### src/logic/neuron_macros.svh
`ifndef NEURON_MACROS_SVH
`define NEURON_MACROS_SVH

// Number of weighted inputs into the node
`define NODE_INPUTS 4

// Bank address width, wide enough for the weights, bias and control register
`define BANK_AW 4

// The bias sits right after the last weight, the control word after the bias
`define ADDR_BIAS (`NODE_INPUTS)
`define ADDR_CTRL (`NODE_INPUTS + 1)

// Bit of the control register that enables the negative clamp
`define RELU_EN_BIT 0

`endif
### src/logic/neuron_pkg.sv
package neuron_pkg;

	// One single-precision word, taken either as raw bits or split into its fields
	typedef union packed {
		logic [31:0] bits;
		struct packed {
			logic        sign;
			logic [7:0]  exponent;
			logic [22:0] mantissa;
		} fields;
	} float32_t;

endpackage

### src/logic/weight_bank.sv
`timescale 1ns/1ps
`include "neuron_macros.svh"

module weight_bank (
	input  logic                          clk,
	input  logic                          rst_n,
	input  logic                          wr_en,
	input  logic [`BANK_AW-1:0]           wr_addr,
	input  logic [31:0]                   wr_data,
	output logic [`NODE_INPUTS-1:0][31:0] weights,
	output neuron_pkg::float32_t          bias,
	output logic                          relu_en
);

	// The clamp comes out of reset enabled, as in the fixed node it replaces
	always_ff @(posedge clk or negedge rst_n)
	begin
		if (!rst_n)
		begin
			weights <= '0;
			bias    <= '0;
			relu_en <= 1'b1;
		end
		else if (wr_en)
		begin
			for (int i = 0; i < `NODE_INPUTS; i++)
			begin
				if (wr_addr == `BANK_AW'(i))
					weights[i] <= wr_data;
			end
			if (wr_addr == `BANK_AW'(`ADDR_BIAS))
				bias <= wr_data;
			if (wr_addr == `BANK_AW'(`ADDR_CTRL))
				relu_en <= wr_data[`RELU_EN_BIT];
		end
	end

	// Nothing is mapped above the control register
	a_wr_addr_legal: assert property (@(posedge clk) disable iff (!rst_n)
		wr_en |-> (wr_addr <= `BANK_AW'(`ADDR_CTRL)))
		else $error("Write to unmapped bank address %0d", wr_addr);

endmodule

### config.mk
export PLATFORM = sky130hd
export DESIGN_NAME = weight_bank
export DESIGN_NICKNAME = d
export VERILOG_FILES = /design/src/logic/neuron_pkg.sv /design/src/logic/weight_bank.sv
export VERILOG_INCLUDE_DIRS = /design/src /design/src/logic
export SDC_FILE = /design/constraint.sdc
export NUM_CORES = 1
export LEC_CHECK = 0
export BUFFER_PORTS_ARGS = -buffer_cell sky130_fd_sc_hd__buf_2
export CAP_MARGIN = 15
export CORE_UTILIZATION = 30
export DETAILED_ROUTE_END_ITERATION = 7
export MAX_ROUTING_LAYER = met4
export SYNTH_ARGS = -nofsm -noshare
export SYNTH_HDL_FRONTEND = slang
export SYNTH_SLANG_ARGS = --single-unit
### constraint.sdc
create_clock -name clk -period 0.8 [get_ports clk]
set_input_delay 0.08 -clock clk [delete_from_list [all_inputs] [get_ports clk]]
set_output_delay 0.08 -clock clk [all_outputs]
set_load 0.1 [all_outputs]
## Word-level counts from Yosys, hierarchy flattened

Cells that the tools add are included.

- Register bits: 161
- Input port bits: 39
- Logic and storage cells: 18

- Equal/unequal tests: 5
- Reductions and logical operators: 7

Operator list:

| operator | number |
|---|---|
| 2-bit AND reduction | 6 |
| 4-bit by 2-bit == test with 1-bit output (second input constant) | 2 |
| 4-bit by 3-bit == test with 1-bit output (second input constant) | 2 |
| 4-bit by 1-bit == test with 1-bit output (second input constant) | 1 |
| 4-bit zero test | 1 |

## Longest topological paths before layout

- Word-level depth: 2
- Gate-level depth with buffers: 5
- Gate-level depth less buffers: 3

## Worst setup path before layout

No wires, ideal clock.

- Path type: reg2reg
- Start: register weights[70] (netlist name)
- End: register weights[70] (netlist name)
- Setup time: 0.128 ns
- Arrival: 1.152 ns
- Data required time: 0.672 ns
- Setup slack: -0.480 ns
- Stages on the path, launching flop included: 2
- Path buffers: 0
- Period minus slack after synthesis: 1.280 ns
- Path through: dfrtp_1 > mux2_1

RTL lines:

| item | line | text |
|---|---|---|
| to (signal, indexed assignment) | weight_bank.sv:29 | `weights[i] <= wr_data;` |
| to (decl) | weight_bank.sv:10 | `` output logic [`NODE_INPUTS-1:0][31:0] weights, `` |

## Worst setup path in the final report

- Start: register relu_en
- End: output relu_en

RTL lines:

| item | line | text |
|---|---|---|
| from (decl) | weight_bank.sv:12 | `output logic relu_en` |
| from (signal assigned) | weight_bank.sv:34 | `` relu_en <= wr_data[`RELU_EN_BIT]; `` |

No word-level cell between the ends.

==> results.py <==
metrics = {
    "outcome": {
        "status": "complete, but fails checks",
        "failed_checks": "negative setup slack",
    },
    "timing": {
        "fin_setup_tns_ps": -96070,
        "final-setup-viol-count": 322,
        "rsz0062_at_grt": "yes",
        "period_minus_slack_ps": 1330,
        "fmaxAchievable_mhz": 750,
        "hold_viol_final": 0,
        "worst_slew_pin_slew_ps": 322,
        "setup_ws_ps": -534,
        "max_slew_margin_pct": 78.5,
        "finClkSkew_ps": 0,
        "holdWs_ps": 94.9,
        "drv_slew": 0,
        "min_period_over_period_pct": 167,
    },
    "setup_path": {
        "cp_max_fo": 2,
        "worstReg2RegStart": "bias[5]",
        "crit_start": "relu_en",
        "start_kind": "register",
        "path_cells": "buf_12",
        "critPathCaptureType": "primary output",
        "cp.arrival_ps": 1250,
        "rrSetupSlack_ps": -270,
        "path_delay_family": "flip-flops",
        "rr_worst_depth": 3,
        "critical_path_class": "register to primary output",
        "max_stage_delay_ps": 640,
        "regToRegEndpoint": "bias[5]",
        "slowest_stage": "dfstp_4",
        "path_buf_inv": 1,
        "crit_required_ps": 720,
    },
    "clock_tree": {
        "clk_pin_slew_worst_paths_ps": 70,
        "clkLatencyLatePin_ps": 430,
        "cts_sinks": 161,
        "cts_max_path_buffers": 2,
        "cts_tree": "built",
        "cts_buffers": 17,
        "cts_root_buf": "clkbuf_16",
        "cts_max_level": 4,
    },
    "drt": {
        "num_vias": 4897,
        "wl_per_cell_um": 21.3,
        "top_layer": "met4",
        "drc_errors": 0,
        "wl_met1_mm": 9.03,
        "met3WireLength_mm": 1.30,
        "dr.pass1.iters": 4,
        "wl_mm": 23.1,
        "ant_nets": 0,
        "dr_wl_met2_mm": 12.4,
        "drtIter0Drc": 125,
        "viasPerCell": 4.51,
    },
    "place": {
        "placedInstanceArea_um2": 11700,
        "dp_hpwl_mm": 12.8,
        "dp_slack_ps": -583,
        "placedCellCount": 942,
        "gp_congestion": 0.798,
        "numPortBuffers": 199,
    },
    "yosys": {
        "netlist-cell-type-count": 15,
        "syn_area_per_cell_um2": 17.3,
        "synth-seq-area-share_pct": 67.1,
        "synth_nets": 386,
        "ys_ff_latch": 161,
        "synth_cells": 347,
        "synth.cell_area_um2": 6000,
        "yosysWarnings": 0,
    },
    "power": {
        "power.total_mw": 53.0,
        "leakagePower_nw": 6.55,
        "p_per_area_nw_per_um2": 3680,
        "max-vdd-ir-drop_mv": 2.52,
    },
    "global_route": {
        "antenna_found_initial": 0,
        "grt_max_degree": 35,
        "grt_pass1_wl_mm": 34.3,
        "grt_pass1_vias": 5524,
        "grt_use_total_pct": 23.9,
        "overflow": 0,
    },
    "finish": {
        "design_area_um2": 14400,
        "finish.utilization_pct": 73.6,
        "insertedDiodeCount": 0,
        "finalNetCount": 848,
        "syn2layout_area_growth_pct": 139,
        "drive_above_1_share_pct": 95.4,
        "fin_cells": 1086,
        "layout_commonest_cell": "buf_12",
        "final_cell_mix": "187 x buf_12, 176 x buf_6, 102 x mux2_4",
    },
    "floorplanning": {
        "start_util_pct": 30.7,
        "fp.dieArea_um2": 20600,
        "core-area_um2": 19500,
        "die_w_um": 143,
        "rows": 51,
        "io_pins": 200,
        "die_h_um": 143,
    },
    "min_path": {
        "hold_class": "input port to asynchronous set/reset pin",
    },
    "flow_run": {
        "maxCapViolations": 0,
    },
}
-- report_power, final --
part | internal [mW] | switching [mW] | total (mW)
Combinational | 13.8 | 18.1 | 31.8
Sequential | 10.9 | 1.80 | 12.7
Clock | 5.06 | 3.32 | 8.38
Total | 29.8 | 23.2 | 53.0
-- area by class of cell --
cell class / count / area [µm²]
fillers: 1105 / 5150
flip-flops and latches: 161 / 4470
clock buffers: 22 / 464
repair buffers: 459 / 6660
multi-input cells: 170 / 2310
clock inverters: 9 / 131
well taps: 265 / 332
-- layer usage --
metal  up-vias  global-route usage (%)
met2       156                    41.1
li1       2154                       -
met4         0                    6.77
met3        33                    7.10
met5         -                       -
met1      2554                    26.9
-- Yosys cell counts --
library cell,instances,area [µm²]
clkbuf_2,1,5.00
mux2_1,1,11.3
nor2_1,1,3.75
buf_2,12,60.1
nand3b_1,1,7.51
nand3_1,2,10.0
and3b_1,1,8.76
nand2_1,1,3.75
nand4b_1,1,8.76
dfstp_2,1,26.3
dfrtp_1,160,4000
mux2_2,160,1800
nor3b_2,1,12.5
buf_6,3,33.8
nor2b_1,1,6.26
-- registers in the layout (all words and copies together), names as in the netlist --
name and count:
relu_en 1, weights 128, bias 32
-- worst max path at each step --
stage	endpoint	slack, ps	cells after the start
final	relu_en	-530	1
after global routing	relu_en	-560	1
after CTS	relu_en	-540	1
after detailed placement	weights[94]	-580	5
after global placement	weights[92]	-560	5
after floorplan	weights[92]	-450	5
-- logic make-up after synthesis --
logic type	Yosys count	synth area share, %
buffers and inverters	16	1.65
and+or+nand+nor	9	1.02
muxes	161	30.2
DFF	161	67.1
-- repair_timing --
| item | CTS | global route |
|---|---|---|
| setup endpoints to repair | 322 | 322 |
| buffers inserted | 40 | 43 |
| hold buffers | 33 | 0 |
| gates resized for setup | 200 | 44 |
| pin swaps | 3 | 2 |
| cloned | 12 | 2 |
| endpoints found under the hold margin | 322 | 0 |
(Power assumes the default switching activity.)
